**src/mac_settings.svh**
```systemverilog
// ========================================
// Mac board settings
// Sizes, offsets and counts shared by the
// system glue and the image loader
// ========================================
`ifndef MAC_SETTINGS_SVH
`define MAC_SETTINGS_SVH

// Reset hold, counted in cen pulses
`define MAC_RST_LEN 65535

// Activity light hold in clk_sys cycles
`define MAC_LED_HOLD 1000000

// Block device acks to wait before turbo may engage
`define MAC_TURBO_ACKS 20

// Floppy image sizes in words (819200 and 409600 bytes)
`define MAC_FLOPPY_DS_WORDS 409600
`define MAC_FLOPPY_SS_WORDS 204800

// Disk images sit right after the OS ROM
`define MAC_FLOPPY0_BASE 'h80000
`define MAC_FLOPPY1_BASE 'h100000

// Top nibble of the SDRAM address for ROM and downloads
`define MAC_ROM_REGION 4'b0001

`endif

```
**src/mac_pkg.sv**
```systemverilog
// ========================================
// Mac board package
// Types for download targets, memory size
// and word addresses
// ========================================
package mac_pkg;

	// ========================================
	// Download targets
	// ========================================

	// Index values as sent by the host menu
	typedef enum logic [7:0] {
		DL_OS_ROM      = 8'd0,
		DL_FLOPPY_INT  = 8'd1,
		DL_FLOPPY_EXT  = 8'd2
	} dl_target_e;

	// ========================================
	// Memory and addresses
	// ========================================

	// Memory size code
	// 0 128KB, 1 512KB, 2 1MB, 3 4MB
	typedef logic [1:0] mem_size_t;

	// Download address in 16-bit words
	typedef logic [23:0] word_addr_t;

	// SDRAM port word address
	// bit 21 selects the ROM region
	typedef logic [24:0] sdram_addr_t;

endpackage

```
**src/mem_req_if.sv**
```systemverilog
// ========================================
// Loader memory request
// Word writes from the image loader to the
// SDRAM arbiter
// ========================================
`timescale 1ns/1ps

interface mem_req_if;
	import mac_pkg::*;

	// Word address inside the SDRAM
	sdram_addr_t addr;
	logic [15:0] wdata;
	// Byte enables, upper then lower
	logic [1:0]  ds;
	// One strobe per word
	logic        we;
	// Download owns the port this cycle
	logic        active;

	modport loader (output addr, wdata, ds, we, active);
	modport arbiter (input addr, wdata, ds, we, active);

endinterface

```
**src/mac_sys_ctrl.sv**
```systemverilog
// ========================================
// System control
// Clock enables, reset sequencer with memory
// size latch, delayed turbo and disk light
// ========================================
`include "mac_settings.svh"
`timescale 1ns/1ps

module mac_sys_ctrl #(
	parameter int unsigned RST_LEN  = `MAC_RST_LEN,
	parameter int unsigned LED_HOLD = `MAC_LED_HOLD
) (
	input  logic              clk_sys,
	input  logic              n_reset,
	input  logic              reset_req,
	input  mac_pkg::mem_size_t mem_size,
	input  logic              turbo_req,
	input  logic              dio_slot,
	input  logic              sd_ack,
	input  logic [1:0]        disk_motor,
	input  logic [1:0]        disk_act,
	input  logic              ioctl_download,
	output logic              cep,
	output logic              cen,
	output logic              ce_pixel,
	output logic              sys_reset_n,
	output mac_pkg::mem_size_t ram_size,
	output logic              turbo,
	output logic              led_user
);
	import mac_pkg::*;

	localparam int RST_W  = $clog2(RST_LEN + 1);
	localparam int LED_W  = $clog2(LED_HOLD + 1);
	localparam int TURBO_W = $clog2(`MAC_TURBO_ACKS + 1);

	logic [2:0]         div;
	logic [RST_W-1:0]   rst_cnt;
	logic [TURBO_W-1:0] ack_cnt;
	logic               sd_ack_q;
	logic [LED_W-1:0]   led_cnt;

	// ========================================
	// Clock enables
	// ========================================
	always_ff @(posedge clk_sys) begin
		if (!n_reset)
			div <= '0;
		else
			div <= div + 3'd1;
	end

	// CPU phases half a period apart, pixel at twice the rate
	assign cep      = (div == 3'd0);
	assign cen      = (div == 3'd4);
	assign ce_pixel = (div[1:0] == 2'b00);

	// ========================================
	// Reset sequencer
	// ========================================
	always_ff @(posedge clk_sys) begin
		if (!n_reset || reset_req) begin
			rst_cnt     <= RST_W'(RST_LEN);
			sys_reset_n <= 1'b0;
		end else if (rst_cnt != '0) begin
			if (cen)
				rst_cnt <= rst_cnt - 1'b1;
		end else if (cen) begin
			// Release on a CPU phase
			sys_reset_n <= 1'b1;
		end
	end

	// Size menu starts one step above the smallest model
	always_ff @(posedge clk_sys) begin
		if (rst_cnt != '0)
			ram_size <= mem_size_t'(mem_size + 2'd1);
	end

	// ========================================
	// Turbo delay
	// ========================================
	// SCSI boot fails at full speed, so hold turbo off for a few block acks
	always_ff @(posedge clk_sys) begin
		if (!n_reset || !sys_reset_n) begin
			ack_cnt  <= TURBO_W'(`MAC_TURBO_ACKS);
			sd_ack_q <= 1'b0;
			turbo    <= 1'b0;
		end else begin
			sd_ack_q <= sd_ack;
			if (sd_ack_q && !sd_ack && ack_cnt != '0)
				ack_cnt <= ack_cnt - 1'b1;
			// Floppy in use, start the delay over
			if (|disk_motor)
				ack_cnt <= TURBO_W'(`MAC_TURBO_ACKS);
			// Switch only between chipset cycles
			if (ack_cnt == '0 && dio_slot)
				turbo <= turbo_req;
		end
	end

	// ========================================
	// Activity light
	// ========================================
	always_ff @(posedge clk_sys) begin
		if (!n_reset)
			led_cnt <= '0;
		else if (|disk_act)
			led_cnt <= LED_W'(LED_HOLD);
		else if (led_cnt != '0)
			led_cnt <= led_cnt - 1'b1;
	end

	// Running motor flips the light so activity still blinks
	assign led_user = ioctl_download || ((led_cnt != '0) ^ (|disk_motor));

	// CPU phases never overlap
	a_cep_cen: assert property (@(posedge clk_sys) disable iff (!n_reset)
		!(cep && cen))
		else $error("cep and cen high together");

endmodule

```
**src/rom_loader.sv**
```systemverilog
// ========================================
// ROM and disk image loader
// Packs download bytes into words, maps each
// image into SDRAM and paces the host
// ========================================
`include "mac_settings.svh"
`timescale 1ns/1ps

module rom_loader (
	input  logic                clk_sys,
	input  logic                n_reset,
	input  logic                ioctl_download,
	input  mac_pkg::dl_target_e ioctl_index,
	input  logic                ioctl_wr,
	input  logic [24:0]         ioctl_addr,
	input  logic [7:0]          ioctl_data,
	input  logic                dio_slot,
	output logic                ioctl_wait,
	mem_req_if.loader           req,
	output logic                dl_end,
	output mac_pkg::dl_target_e dl_index,
	output mac_pkg::word_addr_t dl_words
);
	import mac_pkg::*;

	logic [7:0]  byte_hi;
	logic [15:0] word_data;
	word_addr_t  word_addr;
	logic [20:0] dio_a;
	logic        write_pend;
	logic        slot_q;
	logic        download_q;

	// ========================================
	// Byte pairing
	// ========================================
	// Even byte is the high half, odd byte completes the word
	always_ff @(posedge clk_sys) begin
		if (ioctl_wr && ioctl_download) begin
			if (!ioctl_addr[0]) begin
				byte_hi <= ioctl_data;
			end else begin
				word_data <= {byte_hi, ioctl_data};
				word_addr <= ioctl_addr[24:1];
			end
		end
	end

	// ========================================
	// Wait handshake
	// ========================================
	always_ff @(posedge clk_sys) begin
		if (!n_reset) begin
			ioctl_wait <= 1'b0;
			write_pend <= 1'b0;
			slot_q     <= 1'b0;
		end else begin
			slot_q <= dio_slot;
			if (ioctl_wr && ioctl_download && ioctl_addr[0])
				ioctl_wait <= 1'b1;
			// Slot just ended with the word written, release the host
			if (slot_q && !dio_slot && write_pend) begin
				ioctl_wait <= 1'b0;
				write_pend <= 1'b0;
			end else if (!dio_slot) begin
				// Arm only outside a slot so a write never starts mid slot
				write_pend <= ioctl_wait;
			end
		end
	end

	// ========================================
	// Target mapping
	// ========================================
	always_comb begin
		case (ioctl_index)
			DL_FLOPPY_INT: dio_a = 21'(`MAC_FLOPPY0_BASE) + word_addr[20:0];
			DL_FLOPPY_EXT: dio_a = 21'(`MAC_FLOPPY1_BASE) + word_addr[20:0];
			default:       dio_a = word_addr[20:0];
		endcase
	end

	assign req.active = ioctl_download && dio_slot;
	assign req.addr   = {`MAC_ROM_REGION, dio_a};
	assign req.wdata  = word_data;
	assign req.ds     = 2'b11;
	// First cycle of the slot only
	assign req.we     = req.active && write_pend && !slot_q;

	// ========================================
	// End of download
	// ========================================
	always_ff @(posedge clk_sys) begin
		if (!n_reset) begin
			download_q <= 1'b0;
			dl_end     <= 1'b0;
		end else begin
			download_q <= ioctl_download;
			dl_end     <= download_q && !ioctl_download;
		end
	end

	// Final host address gives the image size in words
	always_ff @(posedge clk_sys) begin
		if (download_q && !ioctl_download) begin
			dl_index <= ioctl_index;
			dl_words <= ioctl_addr[24:1];
		end
	end

	a_we_in_wait: assert property (@(posedge clk_sys) disable iff (!n_reset)
		req.we |-> req.active && ioctl_wait)
		else $error("word write outside an active download wait");

endmodule

```
**src/floppy_detect.sv**
```systemverilog
// ========================================
// Floppy image detect
// Recognizes a disk image by its final size
// and clears on eject
// ========================================
`include "mac_settings.svh"
`timescale 1ns/1ps

module floppy_detect #(
	parameter mac_pkg::dl_target_e DRIVE = mac_pkg::DL_FLOPPY_INT
) (
	input  logic                clk_sys,
	input  logic                n_reset,
	input  logic                dl_end,
	input  mac_pkg::dl_target_e dl_index,
	input  mac_pkg::word_addr_t dl_words,
	input  logic                eject,
	output logic                inserted,
	output logic                double_sided
);
	import mac_pkg::*;

	logic ds_flag;
	logic ss_flag;

	always_ff @(posedge clk_sys) begin
		if (!n_reset) begin
			ds_flag <= 1'b0;
			ss_flag <= 1'b0;
		end else if (eject) begin
			// Eject from the OS wins over a finishing download
			ds_flag <= 1'b0;
			ss_flag <= 1'b0;
		end else if (dl_end && dl_index == DRIVE) begin
			// Unknown size leaves the drive empty
			ds_flag <= (dl_words == word_addr_t'(`MAC_FLOPPY_DS_WORDS));
			ss_flag <= (dl_words == word_addr_t'(`MAC_FLOPPY_SS_WORDS));
		end
	end

	assign inserted     = ds_flag || ss_flag;
	assign double_sided = ds_flag;

endmodule

```
**src/mem_arbiter.sv**
```systemverilog
// ========================================
// SDRAM port arbiter
// Download or chipset owns the port, and
// byte-wide disk reads are demultiplexed
// ========================================
`include "mac_settings.svh"
`timescale 1ns/1ps

module mem_arbiter (
	mem_req_if.arbiter           req,
	input  logic [21:0]          mem_addr,
	input  logic [15:0]          mem_wdata,
	input  logic                 mem_uds,
	input  logic                 mem_lds,
	input  logic                 ram_oe,
	input  logic                 ram_we,
	input  logic                 rom_oe,
	input  logic                 dsk_read_ack,
	input  logic [15:0]          sdram_dout,
	output logic [15:0]          mem_rdata,
	output mac_pkg::sdram_addr_t sdram_addr,
	output logic [15:0]          sdram_din,
	output logic [1:0]           sdram_ds,
	output logic                 sdram_we,
	output logic                 sdram_oe
);
	import mac_pkg::*;

	logic [15:0] disk_byte;
	sdram_addr_t chip_addr;

	// ROM sits in the same region the loader writes
	assign chip_addr = sdram_addr_t'({rom_oe ? `MAC_ROM_REGION : 4'b0000, mem_addr[21:1]});

	// Disk image is byte wide, copy the addressed byte to both halves
	assign disk_byte = mem_addr[0] ? {2{sdram_dout[7:0]}} : {2{sdram_dout[15:8]}};

	// ========================================
	// Port mux
	// ========================================
	assign sdram_addr = req.active ? req.addr  : chip_addr;
	assign sdram_din  = req.active ? req.wdata : mem_wdata;
	assign sdram_ds   = req.active ? req.ds    : {mem_uds, mem_lds};
	assign sdram_we   = req.active ? req.we    : ram_we;
	assign sdram_oe   = req.active ? 1'b0      : (ram_oe || rom_oe);

	// Bus floats high to the chipset while the loader owns it
	assign mem_rdata = req.active   ? 16'hffff  :
	                   dsk_read_ack ? disk_byte : sdram_dout;

	// Chipset must never read and write in one cycle
	always_comb begin
		a_we_oe: assert (!(sdram_we && sdram_oe))
			else $error("SDRAM read and write requested together");
	end

endmodule

```
**src/mac_board.sv**
```systemverilog
// ========================================
// Mac board top
// System glue, image loader, floppy detect
// and SDRAM arbiter
// ========================================
`include "mac_settings.svh"
`timescale 1ns/1ps

module mac_board #(
	parameter int unsigned RST_LEN  = `MAC_RST_LEN,
	parameter int unsigned LED_HOLD = `MAC_LED_HOLD
) (
	input  logic                 clk_sys,
	input  logic                 n_reset,
	input  logic                 reset_req,
	input  mac_pkg::mem_size_t   mem_size,
	input  logic                 turbo_req,
	input  logic                 dio_slot,
	input  logic                 sd_ack,
	input  logic [1:0]           disk_motor,
	input  logic [1:0]           disk_act,
	input  logic [1:0]           disk_eject,
	// Host download port
	input  logic                 ioctl_download,
	input  mac_pkg::dl_target_e  ioctl_index,
	input  logic                 ioctl_wr,
	input  logic [24:0]          ioctl_addr,
	input  logic [7:0]           ioctl_data,
	output logic                 ioctl_wait,
	// Chipset memory side
	input  logic [21:0]          mem_addr,
	input  logic [15:0]          mem_wdata,
	input  logic                 mem_uds,
	input  logic                 mem_lds,
	input  logic                 ram_oe,
	input  logic                 ram_we,
	input  logic                 rom_oe,
	input  logic                 dsk_read_ack,
	output logic [15:0]          mem_rdata,
	// SDRAM controller side
	input  logic [15:0]          sdram_dout,
	output mac_pkg::sdram_addr_t sdram_addr,
	output logic [15:0]          sdram_din,
	output logic [1:0]           sdram_ds,
	output logic                 sdram_we,
	output logic                 sdram_oe,
	// System outputs
	output logic                 cep,
	output logic                 cen,
	output logic                 ce_pixel,
	output logic                 sys_reset_n,
	output mac_pkg::mem_size_t   ram_size,
	output logic                 turbo,
	output logic                 led_user,
	output logic [1:0]           disk_inserted,
	output logic [1:0]           disk_sides
);
	import mac_pkg::*;

	mem_req_if  dl_req ();

	logic       dl_end;
	dl_target_e dl_index;
	word_addr_t dl_words;

	mac_sys_ctrl #(.RST_LEN(RST_LEN), .LED_HOLD(LED_HOLD)) sys_ctrl_i (
		.clk_sys(clk_sys), .n_reset(n_reset), .reset_req(reset_req),
		.mem_size(mem_size), .turbo_req(turbo_req), .dio_slot(dio_slot),
		.sd_ack(sd_ack), .disk_motor(disk_motor), .disk_act(disk_act),
		.ioctl_download(ioctl_download), .cep(cep), .cen(cen),
		.ce_pixel(ce_pixel), .sys_reset_n(sys_reset_n), .ram_size(ram_size),
		.turbo(turbo), .led_user(led_user)
	);

	rom_loader loader_i (
		.clk_sys(clk_sys), .n_reset(n_reset), .ioctl_download(ioctl_download),
		.ioctl_index(ioctl_index), .ioctl_wr(ioctl_wr), .ioctl_addr(ioctl_addr),
		.ioctl_data(ioctl_data), .dio_slot(dio_slot), .ioctl_wait(ioctl_wait),
		.req(dl_req.loader), .dl_end(dl_end), .dl_index(dl_index),
		.dl_words(dl_words)
	);

	// Internal drive is bit 0, external bit 1
	floppy_detect #(.DRIVE(DL_FLOPPY_INT)) floppy_int_i (
		.clk_sys(clk_sys), .n_reset(n_reset), .dl_end(dl_end),
		.dl_index(dl_index), .dl_words(dl_words), .eject(disk_eject[0]),
		.inserted(disk_inserted[0]), .double_sided(disk_sides[0])
	);

	floppy_detect #(.DRIVE(DL_FLOPPY_EXT)) floppy_ext_i (
		.clk_sys(clk_sys), .n_reset(n_reset), .dl_end(dl_end),
		.dl_index(dl_index), .dl_words(dl_words), .eject(disk_eject[1]),
		.inserted(disk_inserted[1]), .double_sided(disk_sides[1])
	);

	mem_arbiter arbiter_i (
		.req(dl_req.arbiter), .mem_addr(mem_addr), .mem_wdata(mem_wdata),
		.mem_uds(mem_uds), .mem_lds(mem_lds), .ram_oe(ram_oe), .ram_we(ram_we),
		.rom_oe(rom_oe), .dsk_read_ack(dsk_read_ack), .sdram_dout(sdram_dout),
		.mem_rdata(mem_rdata), .sdram_addr(sdram_addr), .sdram_din(sdram_din),
		.sdram_ds(sdram_ds), .sdram_we(sdram_we), .sdram_oe(sdram_oe)
	);

endmodule

```
**config.mk**
```make
export PLATFORM = sky130hd
export DESIGN_NAME = mac_board
export DESIGN_NICKNAME = d
export VERILOG_FILES = /design/src/mac_pkg.sv /design/src/mem_req_if.sv /design/src/mac_sys_ctrl.sv /design/src/rom_loader.sv /design/src/floppy_detect.sv /design/src/mem_arbiter.sv /design/src/mac_board.sv
export VERILOG_INCLUDE_DIRS = /design/src /design/src/src
export SDC_FILE = /design/constraint.sdc
export NUM_CORES = 1
export LEC_CHECK = 0
export BUFFER_PORTS_ARGS = -buffer_cell sky130_fd_sc_hd__buf_2
export CAP_MARGIN = 5
export CELL_PAD_IN_SITES_DETAIL_PLACEMENT = 1
export CELL_PAD_IN_SITES_GLOBAL_PLACEMENT = 1
export CORE_MARGIN = 4
export CORE_UTILIZATION = 39
export DETAILED_ROUTE_END_ITERATION = 8
export PLACE_DENSITY_LB_ADDON = 0.1
export SLEW_MARGIN = 40
export SYNTH_ARGS = -nofsm -noshare
export SYNTH_HDL_FRONTEND = slang
export SYNTH_SLANG_ARGS = --single-unit
export TNS_END_PERCENT = 10
```
**constraint.sdc**
```tcl
create_clock -name clk_sys -period 2.8 [get_ports clk_sys]
set_clock_uncertainty 0.05 [all_clocks]
set_input_delay 0.28 -clock clk_sys [delete_from_list [all_inputs] [get_ports clk_sys]]
set_output_delay 0.28 -clock clk_sys [all_outputs]
set_load 0.02 [all_outputs]
```
[Word level (Yosys, flattened, before mapping)]
Cells that the tools add are included.
Word-level totals
  logic and storage cells: 96
  output and inout bits: 74
  register bits after elaboration: 135
  bits of input ports: 117
Operators by class
  reduce and logical (&&, ||, !) cells: 43
  equality and inequality tests: 7
  add/sub/neg operators: 7
  multiplexer cells: 12
  bitwise operators: 4
Operators by type and width (count)
  $mux W16: 4
  $pmux W21 S2: 1
  $mux W20: 2
  $mux W25: 1
  $eq A24 B18 Y1 const B: 1
  $eq A24 B19 Y1 const B: 1
  $add A20 B21 Y21 const A: 1
  $add A21 B21 Y21 const A: 1
  $reduce_bool A20 Y1: 1
  $sub A20 B1 Y20 const B: 1
  $eq A8 B1 Y1 const B: 2
  $eq A8 B2 Y1 const B: 2
  $reduce_bool A16 Y1: 1
  $sub A16 B1 Y16 const B: 1
  $logic_and A1 B1 Y1: 13
  $reduce_or A2 Y1: 5
  $reduce_and A2 Y1: 4
  $logic_not A1 Y1: 6
  $logic_or A1 B1 Y1: 6
  $reduce_or A3 Y1: 2
  $logic_not A5 Y1: 1
  $reduce_bool A5 Y1: 1
  $sub A5 B1 Y5 const B: 1
  $add A3 B1 Y3 const B: 1
  9 further kinds: 13

[Longest topological paths before layout]
  depth after elaboration: 4
  depth in mapped cells: 8
  depth with buffers taken out: 6

[By module]
Synthesis repeated with hierarchy kept, for this count alone.
Unflattened totals
  cells, all modules: 551
  area total of the unflattened synthesis: 6678.9 um^2
By module, submodules not included
  rom_loader: cells an instance 131, instances 1, area an instance 2768.9 um^2, sequential area each 2412.3 um^2
  mac_sys_ctrl: cells an instance 290, instances 1, area an instance 2524.9 um^2, sequential area each 1001.0 um^2
  mem_arbiter: cells an instance 88, instances 1, area an instance 979.7 um^2, sequential area each 0.0 um^2
  floppy_detect: cells an instance 21, instances 2, area an instance 202.7 um^2, sequential area each 40.0 um^2

[Worst setup path after synthesis]
OpenSTA, ideal clock, no wires.
  path type: reg2reg
  start: reg loader_i.download_q
  end: reg loader_i.dl_index[0] (enable)
  library setup time: 426 ps
  setup slack: 552 ps
  path buffers: 0
  stages on the path, launching flop included: 2
  required time: 2324 ps
  clock period less this slack: 2248 ps
  data arrival time: 1772 ps
  path through: dfxtp_1 > nor2b_1
On the way
  cells in the longest elaborated chain, start to end: 1
Ends and longest elaborated chain
  start, declared: RTL line rom_loader.sv:32  | logic download_q;
  start signal, assigned: RTL line rom_loader.sv:98  | download_q <= ioctl_download;
  $logic_and A1 B1 Y1: RTL line rom_loader.sv:105  | if (download_q && !ioctl_download) begin
  end signal, assigned: RTL line rom_loader.sv:106  | dl_index <= ioctl_index;
  end, declared: RTL line rom_loader.sv:21  | output mac_pkg::dl_target_e dl_index,
Every way passes these cells.
A chain may end at the register's enable or synchronous reset.

[Final worst setup path]
  start: reg sys_ctrl_i.led_cnt[4]
  end: out led_user
On the way
  cells in the longest elaborated chain, start to end: 3
Ends and longest elaborated chain
  start, declared: RTL line mac_sys_ctrl.sv:41  | logic [LED_W-1:0] led_cnt;
  start signal, assigned: RTL line mac_sys_ctrl.sv:109  | led_cnt <= LED_W'(LED_HOLD);
  start signal, assigned: RTL line mac_sys_ctrl.sv:111  | led_cnt <= led_cnt - 1'b1;
  $reduce_bool A20 Y1: RTL line mac_sys_ctrl.sv:115  | assign led_user = ioctl_download || ((led_cnt != '0) ^ (|disk_motor));
  $xor A1 B1 Y1: RTL line mac_sys_ctrl.sv:115
  $logic_or A1 B1 Y1: RTL line mac_sys_ctrl.sv:115
  end, declared: RTL line mac_board.sv:54  | output logic led_user,
Every way passes these cells.

==> key figures <==
Min path
  • Min-delay worst type: in2reg
  • HP Start: ioctl_addr[15]

Logic synthesis
  • Synth Area in Compound Gates: 0.0846
  • Largest family of logic cells by synthesized area: simple AND/OR/NAND/NOR gates
  • Ys async rst share: 0
  • Register area share after synthesis: 0.572
  • FF+latch count, synth: 135
  • EDFF count, synth: 79
  • Yosys Warn Count: 0
  • Adder-cell share of the synthesized area: 0.0143
  • Xor-xnor portion of the synthesized cell area: 0.0100
  • Post-Synth Simple-Gate Area: 0.219
  • Mux cell area share after synthesis: 0.0678
  • Prevailing post-synth register cell: edfxtp_1
  • Dominant cells by area after synthesis: edfxtp_1 39%, dfxtp_1 18%, mux2_2 6.5%
  • Yosys cell types: 59
  • Area leader, netlist: edfxtp_1
  • Mapped cell area: 6110 um^2
  • Post-synthesis instance total: 549
  • Area share of the largest cell type after synthesis: 0.388
  • Syn Area/Cell: 11.1 um^2

GRT
  • First-pass GRT wire length: 28500 um
  • Total GRT Usage: 0.200
  • Vias in the first global route: 5525
  • Largest net degree at the start of global routing: 48
  • Initial antenna violation count: 1
  • Grt total ovfl: 0

Final layout
  • Area growth, synth to finish: 32.3%
  • Commonest non-fill, non-tap cell in the layout: buf_2
  • Layout cells sized above 1: 0.372
  • Nets: 880
  • Layout fillers: 1727
  • Most frequent cells in the layout: 187 x buf_2, 79 x edfxtp_1, 58 x nand2_1
  • Final core utilization: 0.530
  • Post-Layout Inst Area: 8080 um^2

Timing
  • RSZ-0062 raised after global routing: no
  • Max Freq: 378 MHz
  • Final Setup Violations: 0
  • Slew Viols, Final: 0
  • Minimum clock period: 2640 ps
  • Final hold vios: 0
  • Setup TNS: 0 ps
  • Worst slew margin: 0.480
  • Tcrit/Tclk final: 0.945
  • Worst-Margin Slew: 773 ps

Place
  • Area after DPL: 7280 um^2
  • Routability cong.: 0.780
  • PortBufs: 187
  • DP HPWL: 13000 um

CTS
  • Root buf cell: clkbuf_16
  • H-tree depth reported by CTS: 4
  • Longest Clk Path Bufs: 2
  • Clk_lat worst skew: 410 ps
  • Clock transition at path regs: 60 ps
  • # clock sinks: 135
  • Number of CTS-inserted buffers: 17
  • Post-CTS Setup Bufs: 0
  • CTS tree: yes

Setup path
  • Reg2reg end: sys_ctrl_i.led_cnt[12]
  • Startpoint Class: register
  • CP required: 2470 ps
  • R2R Setup Slk: 500 ps
  • Crit path capture type: primary output
  • Critical path destination: led_user
  • Bufs and invs on worst path: 1
  • CP cell instances: or3_4 > or3_2 > or3_1 > nand3_1 > buf_2
  • CP max stage cell: or3_2
  • Worst Path Arrival: 2310 ps
  • Delay-heaviest family, CP: simple AND/OR/NAND/NOR gates
  • RR Startpoint: sys_ctrl_i.led_cnt[0]
  • Crit path largest cell delay: 480 ps
  • R2R depth: 6
  • Max FO, Critical Path: 6
  • Setup crit start: sys_ctrl_i.led_cnt[4]
  • Worst setup path class: reg2out
  • Levels on crit path: 5

Floorplan
  • Die Y: 133 um
  • Starting Density: 0.400
  • Total Die Area: 17700 um^2
  • Site Rows: 45
  • I/O Pins: 191
  • Die W: 133 um
  • Core area: 15300 um^2

Drt
  • Final WL: 17900 um
  • First drt pass iteration count: 4
  • Iteration-0 DRC Markers: 219
  • Vias per cell: 5.23
  • Wire per inst: 18.2 um
  • ANT nets after route: 0
  • Vias: 5135
  • Remaining DRCs: 0

Status
  • Status: complete, no violations

Power and ir drop
  • Pleak: 0.00327 uW
  • Pwr Density: 637 nW/um^2
  • Tot Pwr: 5150 uW
  • Max VDD drop: 0.000440 V

Flow run
  • Max-cap violations: 0
-- flip-flops by register name (all words and copies together) (netlist names), 2 cells and up --
signal               count
loader_i.dl_words       24
loader_i.word_addr      21
sys_ctrl_i.led_cnt      20
loader_i.req.wdata      16
sys_ctrl_i.rst_cnt      16
loader_i.byte_hi         8
loader_i.dl_index        8
sys_ctrl_i.ack_cnt       5
sys_ctrl_i.div           3
sys_ctrl_i.ram_size      2
-- timing repair --
| action | 4_1_cts | 5_1_grt |
|---|---|---|
| endpoints found under the hold margin | 21 | 6 |
| resized for setup | 0 | 0 |
| hold buffers | 12 | 3 |
-- logic make-up (layout without fill, tap and decap cells) --
group | after synthesis | in the layout
compound gates | 81 | 81
xor+xnor | 7 | 7
fa+ha+maj | 7 | 7
buf+inv | 43 | 261
flops | 135 | 135
mux | 37 | 37
other cells | 1 | 5
simple gates | 238 | 238
-- cells in the mapped netlist, types with 4 or more instances --
library cell	instances
and4_1	7
buf_1	7
or3_1	4
or4_1	6
a21oi_1	24
nor2_1	21
nor4_1	17
clkbuf_1	9
or2_2	7
dfxtp_1	56
a31oi_1	10
nand2_1	59
nor3_1	16
ha_1	7
inv_1	17
nand3_1	28
a211oi_1	4
edfxtp_1	79
o21ai_0	19
nand2b_1	10
o31ai_1	5
nor2b_1	5
nand4_1	10
nand4b_1	5
and2_1	10
and3_1	9
mux2_2	35
xor2_1	5
buf_4	7
-- final cells by class --
cell class	count	area (um^2)	share of cell area
sequential	135	3490	0.432
multi-input combinational	373	2450	0.303
timing repair buffer	212	1180	0.146
clock buffer	19	443	0.0548
tap	211	264	0.0327
clock inverter	13	179	0.0221
inverter	17	63.8	0.00790
antenna	2	5.00	0.000619
-- where the power goes --
part	total [uW]	internal, uW	leakage [uW]	switching, uW
Combinational	599	249	0.00179	349
Sequential	2210	2170	0.00119	36.5
Clock	2340	1510	0.000297	832
-- metrics by stage --
stage / hold slack (ps) / cells / setup slack [ps]
after global placement: 352 / 932 / 630
after CTS: 0.515 / 976 / 146
after global routing: 0.0379 / 980 / 11.1
final: 18.8 / 982 / 155
after floorplan: 329 / 551 / 552
after detailed placement: 357 / 932 / 535
-- worst min-delay path by stage --
stage               depth (start not counted)                     end
floorplan                                   0     loader_i.byte_hi[0]
global route                                1   loader_i.dl_words[19]
finish                                      1  loader_i.word_addr[14]
global placement                            0  loader_i.req.wdata[11]
detailed placement                          0  loader_i.req.wdata[12]
CTS                                         1    loader_i.dl_words[9]
-- worst reg2reg max path, cell delays in order (launching register included) --
cell and delay, ps:
dfxtp_1 330, inv_1 130, ha_1 230, or3b_1 470, or3_4 390, or4_1 480
a21oi_1 150
-- per-layer routing --
| metal | wire [um] | vias to the layer above | track usage | share of wire |
|---|---|---|---|---|
| li1 | - | 2476 | - | - |
| met1 | 7380 | 2499 | 0.238 | 0.41 |
| met2 | 9350 | 135 | 0.356 | 0.52 |
| met3 | 845 | 23 | 0.0483 | 0.047 |
| met4 | 296 | 2 | 0.0669 | 0.017 |
| met5 | 11 | - | 0 | 0.00062 |
(Power assumes the default switching activity.)
